## src/bird_pkg.sv

```systemverilog
`default_nettype none

package bird_pkg;

	// visible area of the 640x480 screen
	localparam int screen_width = 640;
	localparam int screen_height = 480;

	localparam int sprite_size = 32; // bird box, square
	localparam int coord_w = 11; // bits per pixel coordinate

	// positions kept in 1/64 pixel units
	localparam int fixed_shift = 6;

	localparam int initial_x = 280; // left edge at reset and deploy
	localparam int initial_y = 185; // top edge, never changes
	localparam int max_x = screen_width - sprite_size; // 608, rightmost left edge

	// fixed-point step per frame = base_step + speed_step * speed
	localparam int base_step = 50;
	localparam int speed_step = 20;

	localparam int chance_to_change = 8; // random below this flips the move state
	localparam int red_frames = 32; // flash length after a hit
	localparam int wing_period = 33; // frames between wing toggles

	// apb byte offsets
	localparam logic [3:0] addr_ctrl = 4'h0;
	localparam logic [3:0] addr_cmd = 4'h4;
	localparam logic [3:0] addr_status = 4'h8;
	localparam logic [3:0] addr_pos = 4'hC;

	// rgb332 colours of the sprite
	localparam logic [7:0] color_red = 8'hE0;
	localparam logic [7:0] color_wing = 8'hFC;
	localparam logic [7:0] color_body = 8'h8C;

endpackage

`default_nettype wire
```

## src/bird_top.sv

```systemverilog
`timescale 1ns/1ns
`default_nettype none

module bird_top #(
	parameter int random_offset = 0
) (
	input logic clk,
	input logic resetN,
	input logic psel,
	input logic penable,
	input logic pwrite,
	input logic [3:0] paddr,
	input logic [31:0] pwdata,
	output logic [31:0] prdata,
	output logic pready,
	output logic pslverr,
	input logic frame_start,
	input logic hit,
	input logic [bird_pkg::coord_w-1:0] pixel_x,
	input logic [bird_pkg::coord_w-1:0] pixel_y,
	output logic draw_req,
	output logic [7:0] bird_rgb
);

	logic [1:0] speed;
	logic [3:0] starting_life;
	logic deploy_req, deploy_ack;
	logic alive, red, is_up;
	logic [3:0] life;
	logic [bird_pkg::coord_w-1:0] x, y;
	logic [7:0] random;

	bird_regs regs0 (
		.clk(clk), .resetN(resetN),
		.psel(psel), .penable(penable), .pwrite(pwrite), .paddr(paddr), .pwdata(pwdata),
		.prdata(prdata), .pready(pready), .pslverr(pslverr),
		.speed(speed), .starting_life(starting_life), .deploy_req(deploy_req),
		.deploy_ack(deploy_ack), .alive(alive), .red(red), .is_up(is_up),
		.life(life), .x(x), .y(y)
	);

	random_lfsr lfsr0 (
		.clk(clk), .resetN(resetN), .frame_start(frame_start), .random(random)
	);

	bird_logic #(.random_offset(random_offset)) logic0 (
		.clk(clk), .resetN(resetN), .frame_start(frame_start), .hit(hit),
		.random(random), .speed(speed), .starting_life(starting_life),
		.deploy_req(deploy_req), .deploy_ack(deploy_ack),
		.alive(alive), .red(red), .is_up(is_up), .life(life), .x(x), .y(y)
	);

	bird_sprite_draw draw0 (
		.clk(clk), .resetN(resetN), .pixel_x(pixel_x), .pixel_y(pixel_y),
		.alive(alive), .red(red), .is_up(is_up), .x(x), .y(y),
		.draw_req(draw_req), .bird_rgb(bird_rgb)
	);

endmodule

`default_nettype wire

```

## src/bird_sprite_draw.sv

```systemverilog
`timescale 1ns/1ns
`default_nettype none

module bird_sprite_draw (
	input logic clk,
	input logic resetN,
	input logic [bird_pkg::coord_w-1:0] pixel_x, // current scan position
	input logic [bird_pkg::coord_w-1:0] pixel_y,
	input logic alive,
	input logic red,
	input logic is_up,
	input logic [bird_pkg::coord_w-1:0] x, // bird top-left corner
	input logic [bird_pkg::coord_w-1:0] y,
	output logic draw_req,
	output logic [7:0] bird_rgb
);

	localparam int band = bird_pkg::sprite_size / 4; // wing band height

	logic [bird_pkg::coord_w-1:0] rel_x, rel_y; // offset inside the box
	logic visible;
	logic in_box;
	logic wing_row;
	logic [7:0] colour;

	assign rel_x = pixel_x - x;
	assign rel_y = pixel_y - y;

	assign visible = (pixel_x < bird_pkg::screen_width) && (pixel_y < bird_pkg::screen_height);

	assign in_box = alive && visible &&
		(pixel_x >= x) && (rel_x < bird_pkg::sprite_size) &&
		(pixel_y >= y) && (rel_y < bird_pkg::sprite_size);

	// wings up paint the top quarter, wings down the bottom quarter
	assign wing_row = is_up ? (rel_y < band) : (rel_y >= bird_pkg::sprite_size - band);

	always_comb begin
		if (red)
			colour = bird_pkg::color_red; // hit flash overrides all
		else if (wing_row)
			colour = bird_pkg::color_wing;
		else
			colour = bird_pkg::color_body;
	end

	always_ff @(posedge clk or negedge resetN) begin
		if (!resetN) begin
			draw_req <= 1'b0;
			bird_rgb <= 8'd0;
		end else begin
			draw_req <= in_box; // one cycle behind the pixel
			bird_rgb <= in_box ? colour : 8'd0;
		end
	end

endmodule

`default_nettype wire

```

## src/bird_logic.sv

```systemverilog
`timescale 1ns/1ns
`default_nettype none

module bird_logic #(
	parameter int random_offset = 0 // lets several birds share one random source
) (
	input logic clk,
	input logic resetN,
	input logic frame_start, // one pulse per frame
	input logic hit, // valid with frame_start only
	input logic [7:0] random,
	input logic [1:0] speed,
	input logic [3:0] starting_life,
	input logic deploy_req,
	output logic deploy_ack,
	output logic alive,
	output logic red,
	output logic is_up,
	output logic [3:0] life,
	output logic [bird_pkg::coord_w-1:0] x,
	output logic [bird_pkg::coord_w-1:0] y
);

	localparam logic [1:0] st_idle = 2'd0;
	localparam logic [1:0] st_right = 2'd1;
	localparam logic [1:0] st_left = 2'd2;

	localparam logic [16:0] init_x_fp = 17'(bird_pkg::initial_x << bird_pkg::fixed_shift);
	localparam logic [16:0] max_x_fp = 17'(bird_pkg::max_x << bird_pkg::fixed_shift);
	localparam logic [5:0] wing_last = 6'(bird_pkg::wing_period - 1);

	logic [1:0] state, next_state;
	logic [16:0] x_fp; // left edge in 1/64 pixel
	logic [16:0] step;
	logic [16:0] x_right, x_left; // clamped candidates
	logic [8:0] rand_sum, rand_val;
	logic [5:0] red_cnt; // frames left red
	logic [5:0] wing_cnt;

	assign step = 17'(bird_pkg::base_step + bird_pkg::speed_step * speed);

	// offset the shared random byte and fold back into 0..255
	assign rand_sum = {1'b0, random} + 9'(random_offset);
	assign rand_val = (rand_sum > 9'd255) ? rand_sum - 9'd255 : rand_sum;

	always_comb begin
		next_state = state;
		if (rand_val < 9'(bird_pkg::chance_to_change)) begin
			if (state == st_idle)
				next_state = (rand_val < 9'(bird_pkg::chance_to_change / 2)) ? st_right : st_left;
			else
				next_state = st_idle; // any move ends back in idle
		end
	end

	// position integral, clamped to 0..max_x
	assign x_right = (x_fp + step > max_x_fp) ? max_x_fp : x_fp + step;
	assign x_left = (x_fp < step) ? 17'd0 : x_fp - step;

	always_ff @(posedge clk or negedge resetN) begin
		if (!resetN) begin
			state <= st_idle;
			x_fp <= init_x_fp;
			life <= 4'd0; // no bird until deploy
			red_cnt <= 6'd0;
			wing_cnt <= 6'd0;
			is_up <= 1'b1;
		end else if (frame_start) begin
			state <= next_state;
			red_cnt <= (red_cnt != 6'd0) ? red_cnt - 6'd1 : 6'd0;
			if (wing_cnt == wing_last) begin
				wing_cnt <= 6'd0;
				is_up <= !is_up; // flap
			end else begin
				wing_cnt <= wing_cnt + 6'd1;
			end
			if (deploy_req) begin
				state <= st_idle;
				life <= starting_life;
				x_fp <= init_x_fp; // back to the start point
			end else begin
				if (hit && alive) begin
					life <= (life != 4'd0) ? life - 4'd1 : 4'd0;
					red_cnt <= 6'(bird_pkg::red_frames); // restart flash
				end
				case (state)
					st_right: x_fp <= x_right;
					st_left: x_fp <= x_left;
					default: x_fp <= x_fp;
				endcase
			end
		end
	end

	assign deploy_ack = frame_start && deploy_req; // regs drop the request on this
	assign red = (red_cnt != 6'd0);
	assign alive = (life != 4'd0) || red; // stays visible until the flash ends

	assign x = 11'(x_fp >> bird_pkg::fixed_shift);
	assign y = 11'(bird_pkg::initial_y); // horizontal flight only

	// clamp keeps the sprite on screen
	a_x_range: assert property (@(posedge clk) disable iff (!resetN)
		x <= 11'(bird_pkg::max_x));

	// life only grows through a deploy from the register block
	a_life_no_rise: assert property (@(posedge clk) disable iff (!resetN)
		!(frame_start && deploy_req) |=> life <= $past(life));

endmodule

`default_nettype wire

```

## src/random_lfsr.sv

```systemverilog
`timescale 1ns/1ns
`default_nettype none

module random_lfsr (
	input logic clk,
	input logic resetN,
	input logic frame_start,
	output logic [7:0] random
);

	logic [7:0] lfsr;

	// galois form of x^8 + x^6 + x^5 + x^4 + 1, period 255
	always_ff @(posedge clk or negedge resetN) begin
		if (!resetN)
			lfsr <= 8'h5A; // any nonzero seed
		else if (frame_start)
			lfsr <= lfsr[0] ? ((lfsr >> 1) ^ 8'hB8) : (lfsr >> 1);
	end

	assign random = lfsr;

	// zero is a lock-up state of the generator
	a_nonzero: assert property (@(posedge clk) disable iff (!resetN)
		lfsr != 8'd0);

endmodule

`default_nettype wire

```

## src/bird_regs.sv

```systemverilog
`timescale 1ns/1ns
`default_nettype none

module bird_regs (
	input logic clk,
	input logic resetN,
	input logic psel,
	input logic penable,
	input logic pwrite,
	input logic [3:0] paddr,
	input logic [31:0] pwdata,
	output logic [31:0] prdata,
	output logic pready,
	output logic pslverr,
	output logic [1:0] speed,
	output logic [3:0] starting_life,
	output logic deploy_req,
	input logic deploy_ack, // frame logic took the request
	input logic alive,
	input logic red,
	input logic is_up,
	input logic [3:0] life,
	input logic [bird_pkg::coord_w-1:0] x,
	input logic [bird_pkg::coord_w-1:0] y
);

	logic access; // apb access phase
	logic wr_en;
	logic addr_ok; // offset hits one of the four registers
	logic ro_write; // write to status or pos
	logic [31:0] rd_mux;

	assign access = psel && penable;
	assign wr_en = access && pwrite;

	assign addr_ok = (paddr == bird_pkg::addr_ctrl) || (paddr == bird_pkg::addr_cmd) ||
		(paddr == bird_pkg::addr_status) || (paddr == bird_pkg::addr_pos);
	assign ro_write = pwrite &&
		((paddr == bird_pkg::addr_status) || (paddr == bird_pkg::addr_pos));

	assign pready = 1'b1; // no wait states
	assign pslverr = access && (!addr_ok || ro_write);

	always_ff @(posedge clk or negedge resetN) begin
		if (!resetN) begin
			speed <= 2'd0;
			starting_life <= 4'd3; // ctrl resets to 0x30
			deploy_req <= 1'b0;
		end else begin
			if (wr_en && (paddr == bird_pkg::addr_ctrl)) begin
				speed <= pwdata[1:0];
				starting_life <= pwdata[7:4];
			end
			if (wr_en && (paddr == bird_pkg::addr_cmd) && pwdata[0])
				deploy_req <= 1'b1; // sticky, merges repeated writes
			else if (deploy_ack)
				deploy_req <= 1'b0; // consumed at frame start
		end
	end

	always_comb begin
		case (paddr)
			bird_pkg::addr_ctrl: rd_mux = {24'd0, starting_life, 2'd0, speed};
			bird_pkg::addr_status: rd_mux = {24'd0, life, 1'b0, is_up, red, alive};
			bird_pkg::addr_pos: rd_mux = {5'd0, y, 5'd0, x};
			default: rd_mux = 32'd0; // cmd is write-only
		endcase
	end

	assign prdata = (access && !pwrite) ? rd_mux : 32'd0;

	// apb protocol from the bus master side
	a_penable_psel: assert property (@(posedge clk) disable iff (!resetN)
		penable |-> psel);

	// frame logic must only acknowledge a pending deploy
	a_ack_req: assert property (@(posedge clk) disable iff (!resetN)
		deploy_ack |-> deploy_req);

endmodule

`default_nettype wire

```

## config.mk

```make
export PLATFORM = sky130hd
export DESIGN_NAME = bird_top
export DESIGN_NICKNAME = d
export VERILOG_FILES = /design/src/bird_pkg.sv /design/src/bird_top.sv /design/src/bird_sprite_draw.sv /design/src/bird_logic.sv /design/src/random_lfsr.sv /design/src/bird_regs.sv
export SDC_FILE = /design/constraint.sdc
export NUM_CORES = 1
export LEC_CHECK = 0
export ABC_AREA = 1
export BUFFER_PORTS_ARGS = -buffer_cell sky130_fd_sc_hd__buf_2
export CAP_MARGIN = 20
export CORE_ASPECT_RATIO = 1.1
export CORE_UTILIZATION = 35
export DETAILED_ROUTE_END_ITERATION = 8
export GPL_TIMING_DRIVEN = 0
export PLACE_DENSITY_LB_ADDON = 0.08
export SLEW_MARGIN = 20
export SYNTH_ARGS = -nofsm -noshare
export SYNTH_HDL_FRONTEND = slang
export SYNTH_SLANG_ARGS = --single-unit
```

## constraint.sdc

```tcl
create_clock -name clk -period 7.7 [get_ports clk]
set_input_delay 0.77 -clock clk [delete_from_list [all_inputs] [get_ports clk]]
set_output_delay 0.77 -clock clk [all_outputs]
set_load 0.01 [all_outputs]
```

-- After elaboration in Yosys (flattened, before gate mapping)
Index checks and enable logic that the tools add are counted.
- $add $sub $neg: 9
- multipliers: 1
- $lt $le $gt $ge: 13
- equal/unequal tests: 6
- mux-type cells: 25
- bitwise logic cells: 1
- reduce and logical (&&, ||, !) cells: 37
- operator list (operator ; count):
    case mux 24 bit (3 select lines) ; 1
    two-way mux 17 bit ; 3
    case mux 17 bit (2 select lines) ; 1
    two-way mux 24 bit ; 1
    two-way mux 6 bit ; 4
    less-than comparator 11 x 6 -> 1 bit (second input constant) ; 2
    adder 17 bit ; 1
    greater-than comparator 17 x 16 -> 1 bit (second input constant) ; 1
    less-than comparator 17 bit ; 1
    subtractor 17 bit ; 1
    logical AND 1 bit ; 16
    two-way mux 8 bit ; 2
    two-way mux 7 bit ; 2
    two-way mux 4 bit ; 3
    greater-or-equal comparator 11 bit ; 1
    greater-or-equal comparator 11 x 5 -> 1 bit (second input constant) ; 1
    greater-or-equal comparator 11 x 8 -> 1 bit (second input constant) ; 1
    less-than comparator 11 x 10 -> 1 bit (second input constant) ; 1
    less-than comparator 11 x 4 -> 1 bit (second input constant) ; 1
    less-than comparator 11 x 9 -> 1 bit (second input constant) ; 1
    subtractor 11 bit ; 1
    subtractor 11 x 8 -> 11 bit (second input constant) ; 1
    less-than comparator 9 x 3 -> 1 bit (second input constant) ; 1
    less-than comparator 9 x 4 -> 1 bit (second input constant) ; 1
    other kinds (25) ; 43
- flip-flop bits (word level): 60
- input bits: 65
- output and inout bits: 43

-- Logic depth before layout (Yosys ltp)
- depth in word-level cells: 8
- depth in mapped cells: 21
- gate-level depth less buffers: 19

-- Hierarchy
From an unflattened synthesis, not the netlist that was laid out.
- cells, all modules: 945
- area total of the unflattened synthesis: 5928.2 um2
- by module, submodules not included (module ; instances ; cells each ; area an instance (um2) ; sequential area each (um2)):
    bird_logic ; 1 ; 490 ; 3299.4 ; 880.8
    bird_sprite_draw ; 1 ; 283 ; 1497.7 ; 100.1
    bird_regs ; 1 ; 131 ; 784.5 ; 177.7
    random_lfsr ; 1 ; 41 ; 346.6 ; 205.2

-- Worst setup path after synthesis
OpenSTA, ideal clock, no wires.
- kind: input to output
- start point: in paddr[1]
- end point: out prdata[10]
- arrival: 2.006 ns
- required time: 6.930 ns
- path slack: 4.924 ns
- stages: 9
- cells stage by stage: nor2_1 -> inv_1 -> nor2_1 -> inv_1 -> nor2_1 -> inv_1 -> nor2_1 -> inv_1 -> nor2_1
- word-level cells in the longest chain between the ends: 3
- RTL lines (element ; line ; text):
    from (decl) ; bird_top.sv:12 ; input logic [3:0] paddr,
    equality test 4 bit / logical NOT 4 bit (equally long branches) ; bird_regs.sv:62 ; case (paddr)
    case mux 24 bit (3 select lines) * ; bird_regs.sv:62 ;
    two-way mux 24 bit * ; bird_regs.sv:70 ; assign prdata = (access && !pwrite) ? rd_mux : 32'd0;
    to (decl) ; bird_top.sv:14 ; output logic [31:0] prdata,
Mark *: on every way between the ends. The rest lies on a longest branch, timed or not.

-- Worst setup path after layout
- start point: in paddr[1]
- end point: out prdata[3]
Same word-level chain as after synthesis.

==> impl_metrics.toml <==
[timing]
skew_ps = 5.87
holdWs_ps = 473
clock.fmax_mhz = 315
min_period_ps = 3180
finalCritPeriodShare_pct = 41.3
setup_viol = 0
max_slew_margin_pct = 52.0
finalHoldViolations = 0
worst_pin_slew_ps = 715
tns_ps = 0
rsz0062_at_grt = "no"
slew_violations = 0

[floorplan]
design.core.area_um2 = 13400
die_x_um = 115
rows = 44
start_util_pct = 36.5
num_io_pins = 108
die_h_um = 126
die-area_um2 = 14400

[power]
p_leak_nw = 3.08
power_density_nw_per_um2 = 337
max-vdd-ir-drop_mv = 0.141

[cells_and_area]
syn2layout_area_growth_pct = 15.6
final_area_um2 = 5640
drive_gt1_share_pct = 16.5
finalNetCount = 930
seqCellArea_um2 = 1360
nFillCells = 1475
final_util_pct = 42.2
n_antenna_cell = 0
multi_input_area_um2 = 2870
stdcell_count = 1022

[run]
cap_viol_max_count = 0

[route]
vias_per_cell = 4.84
ant_nets = 0
via_count = 4945
drt_iter0_drc = 282
drc_errors = 0
drtPass1Iterations = 5
finalWirelength_um = 13800
wire_per_inst_um = 13.5

[grt]
gr-total-overflow = 0
grt_pass1_wl_um = 23100
grtUsageMet1_pct = 26.0
antenna_found_initial = 0
gr-usage-met2_pct = 35.7
grt_max_degree = 55
grt_busiest_layer = "met2"
grt_use_total_pct = 20.1
grt.met3_usage_pct = 1.59
grt_pass1_vias = 4782

[clock_tree]
cts_setup_buffers = 0
clk_latency_ps = 300
clk_path_buf_depth = 2
cts.sinks = 54
numCtsBuffers = 5
clk_pin_slew_ps = 70
cts_tree = "done"
cts.repair.resized = 0
cts_hold_buffers = 0
h-tree-depth = 2
root_buffer = "clkbuf_16"

[outcome]
status = "finished, final reports clean"

[synth]
synthCells = 751
synth_top_family_by_area = "simple AND/OR/NAND/NOR gates"
synth_top_area_cell = "dfrtp_1"
ys_types = 44
synth_edf_count = 0
syn_avg_cell_area_um2 = 6.50
ys_warn_count = 0
synthTopCellsByArea = "dfrtp_1 (23%), nand2_1 (15%), inv_1 (8.2%)"
synth_ff_type = "dfrtp_1"
async_reset_ff_share_pct = 100
synth_compound_area_share_pct = 11.4
synth_top_area_share_pct = 22.6
yosys-mux-area-fraction_pct = 0
syn_area_um2 = 4880
synthAdderAreaFrac_pct = 7.49
ys_ff_latch = 54
synth_xor_area_share_pct = 3.21
synth-simple-area-share_pct = 35.3
yosysSeqAreaShare_pct = 27.9

[critical_path]
regToRegEndpoint = "logic0.x_fp[11]"
crit_chain = "buf_2, nor2_1, inv_1, nor2_1, inv_1, nor2_1, inv_1, nor2_1, inv_1, nor2_1, buf_2"
cpMostUsedCell = "nor2_1"
crit_buf_inv = 6
path_max_fanout = 6
critPathSlowestCell = "nor2_1"
startpoint = "paddr[1]"
worstPathRequired_ps = 6930
path_delay_family = "simple AND/OR/NAND/NOR gates"
worstSetupPathType = "in2out"
reg2reg_depth = 20
cp.arrival_ps = 2410
crit_path_end_kind = "output pin"
max_stage_delay_ps = 370
crit-reg2reg-launch = "regs0.speed[0]"
start_kind = "input port"
r2r_slack_ps = 4520

[place]
place_area_um2 = 5490
place.gp.congestion = 0.869
dp.cells = 1014
port_buffers = 62
dp_hpwl_um = 11300

[min_path]
hold_end = "lfsr0.random[1]"
min_from = "lfsr0.random[1]"
worst_hold_path_type = "reg2reg"
whs_path_depth = 2
-- routing by layer --
layer | wire length, µm | share of wire [%]
met5 | 0 | 0
met4 | 255 | 1.8
met3 | 474 | 3.4
met2 | 6900 | 50
met1 | 6210 | 45
-- layout make-up --
class	instances	area share, %
Multi-Input combinational cell	560	50.9
Sequential cell	54	24.2
Inverter	110	7.32
Timing Repair Buffer	62	5.55
Buffer	44	5.26
Tap cell	184	4.08
Clock buffer	5	2.22
Clock inverter	3	0.510
-- kinds of logic (layout without fill, tap and decap cells) --
kind of cell,after synthesis,count (layout)
adder cells (fa/ha/maj),28,28
flip-flops,54,54
AND/OR/NAND/NOR,397,397
buffers and inverters,154,224
other,2,19
XOR/XNOR,17,17
AO/OA/AOI/OAI,99,99
-- how the worst max path moves through the flow --
stage	to	slack (ps)	cells after the start
2_1_floorplan	prdata[10]	4920	9
3_3_place_gp	prdata[3]	4540	11
3_5_place_dp	prdata[3]	4480	11
4_1_cts	prdata[9]	4470	11
5_1_grt	prdata[10]	4170	11
6_report	prdata[3]	4520	11
-- cells in the mapped netlist, types with 3 or more instances --
| cell type | instances |
|---|---|
| ha_1 | 26 |
| clkbuf_1 | 6 |
| nand3b_1 | 4 |
| xor2_1 | 11 |
| a21oi_1 | 32 |
| inv_1 | 107 |
| buf_2 | 5 |
| o21ai_0 | 38 |
| dfstp_2 | 10 |
| o22ai_1 | 10 |
| o21bai_1 | 4 |
| nor2_1 | 80 |
| nor3_1 | 13 |
| or2_2 | 3 |
| dfrtp_1 | 44 |
| buf_4 | 29 |
| nand4_1 | 17 |
| a31oi_1 | 3 |
| nand3_1 | 74 |
| nand2_2 | 7 |
| xnor2_1 | 5 |
| nand2_1 | 191 |
-- sequential cells by signal, summed over array words and instances (netlist names) --
register,cells
logic0.is_up,1
draw0.bird_rgb,4
regs0.deploy_req,1
logic0.state,2
logic0.red_cnt,6
logic0.life,4
logic0.x_fp,16
lfsr0.random,8
logic0.wing_cnt,6
regs0.speed,2
regs0.starting_life,4
-- per-stage QoR --
stage	worst slack (ps)	total power [mW]
detailed placement	4480	1.66
floorplan	4920	1.36
global route	4170	2.10
finish	4520	1.90
global placement	4540	1.65
CTS	4470	1.91
-- tightest hold or removal path: cells and delay by family, from the launching register on --
kind	cells	cell delay, ps
DFF	1	370
and+or+nand+nor	2	100
-- placed cells by master (no fill, tap or decap), types with 11 or more instances in the layout --
| cell | n |
|---|---|
| inv_1 | 107 |
| xor2_1 | 11 |
| a21oi_1 | 32 |
| nand3_1 | 74 |
| conb_1 | 19 |
| nand4_1 | 17 |
| o21ai_0 | 38 |
| dfrtp_1 | 44 |
| nor2_1 | 80 |
| buf_4 | 30 |
| ha_1 | 26 |
| nor3_1 | 13 |
| buf_2 | 66 |
| nand2_1 | 191 |
-- report_power, final --
| part | total [mW] | switching (mW) | internal, mW | leakage (nW) |
|---|---|---|---|---|
| clock network | 0.238 | 0.114 | 0.124 | 0.0759 |
| registers | 0.498 | 0.0962 | 0.402 | 0.655 |
| logic | 1.16 | 0.761 | 0.403 | 2.35 |
| total | 1.90 | 0.971 | 0.928 | 3.08 |
(Power assumes the default switching activity.)
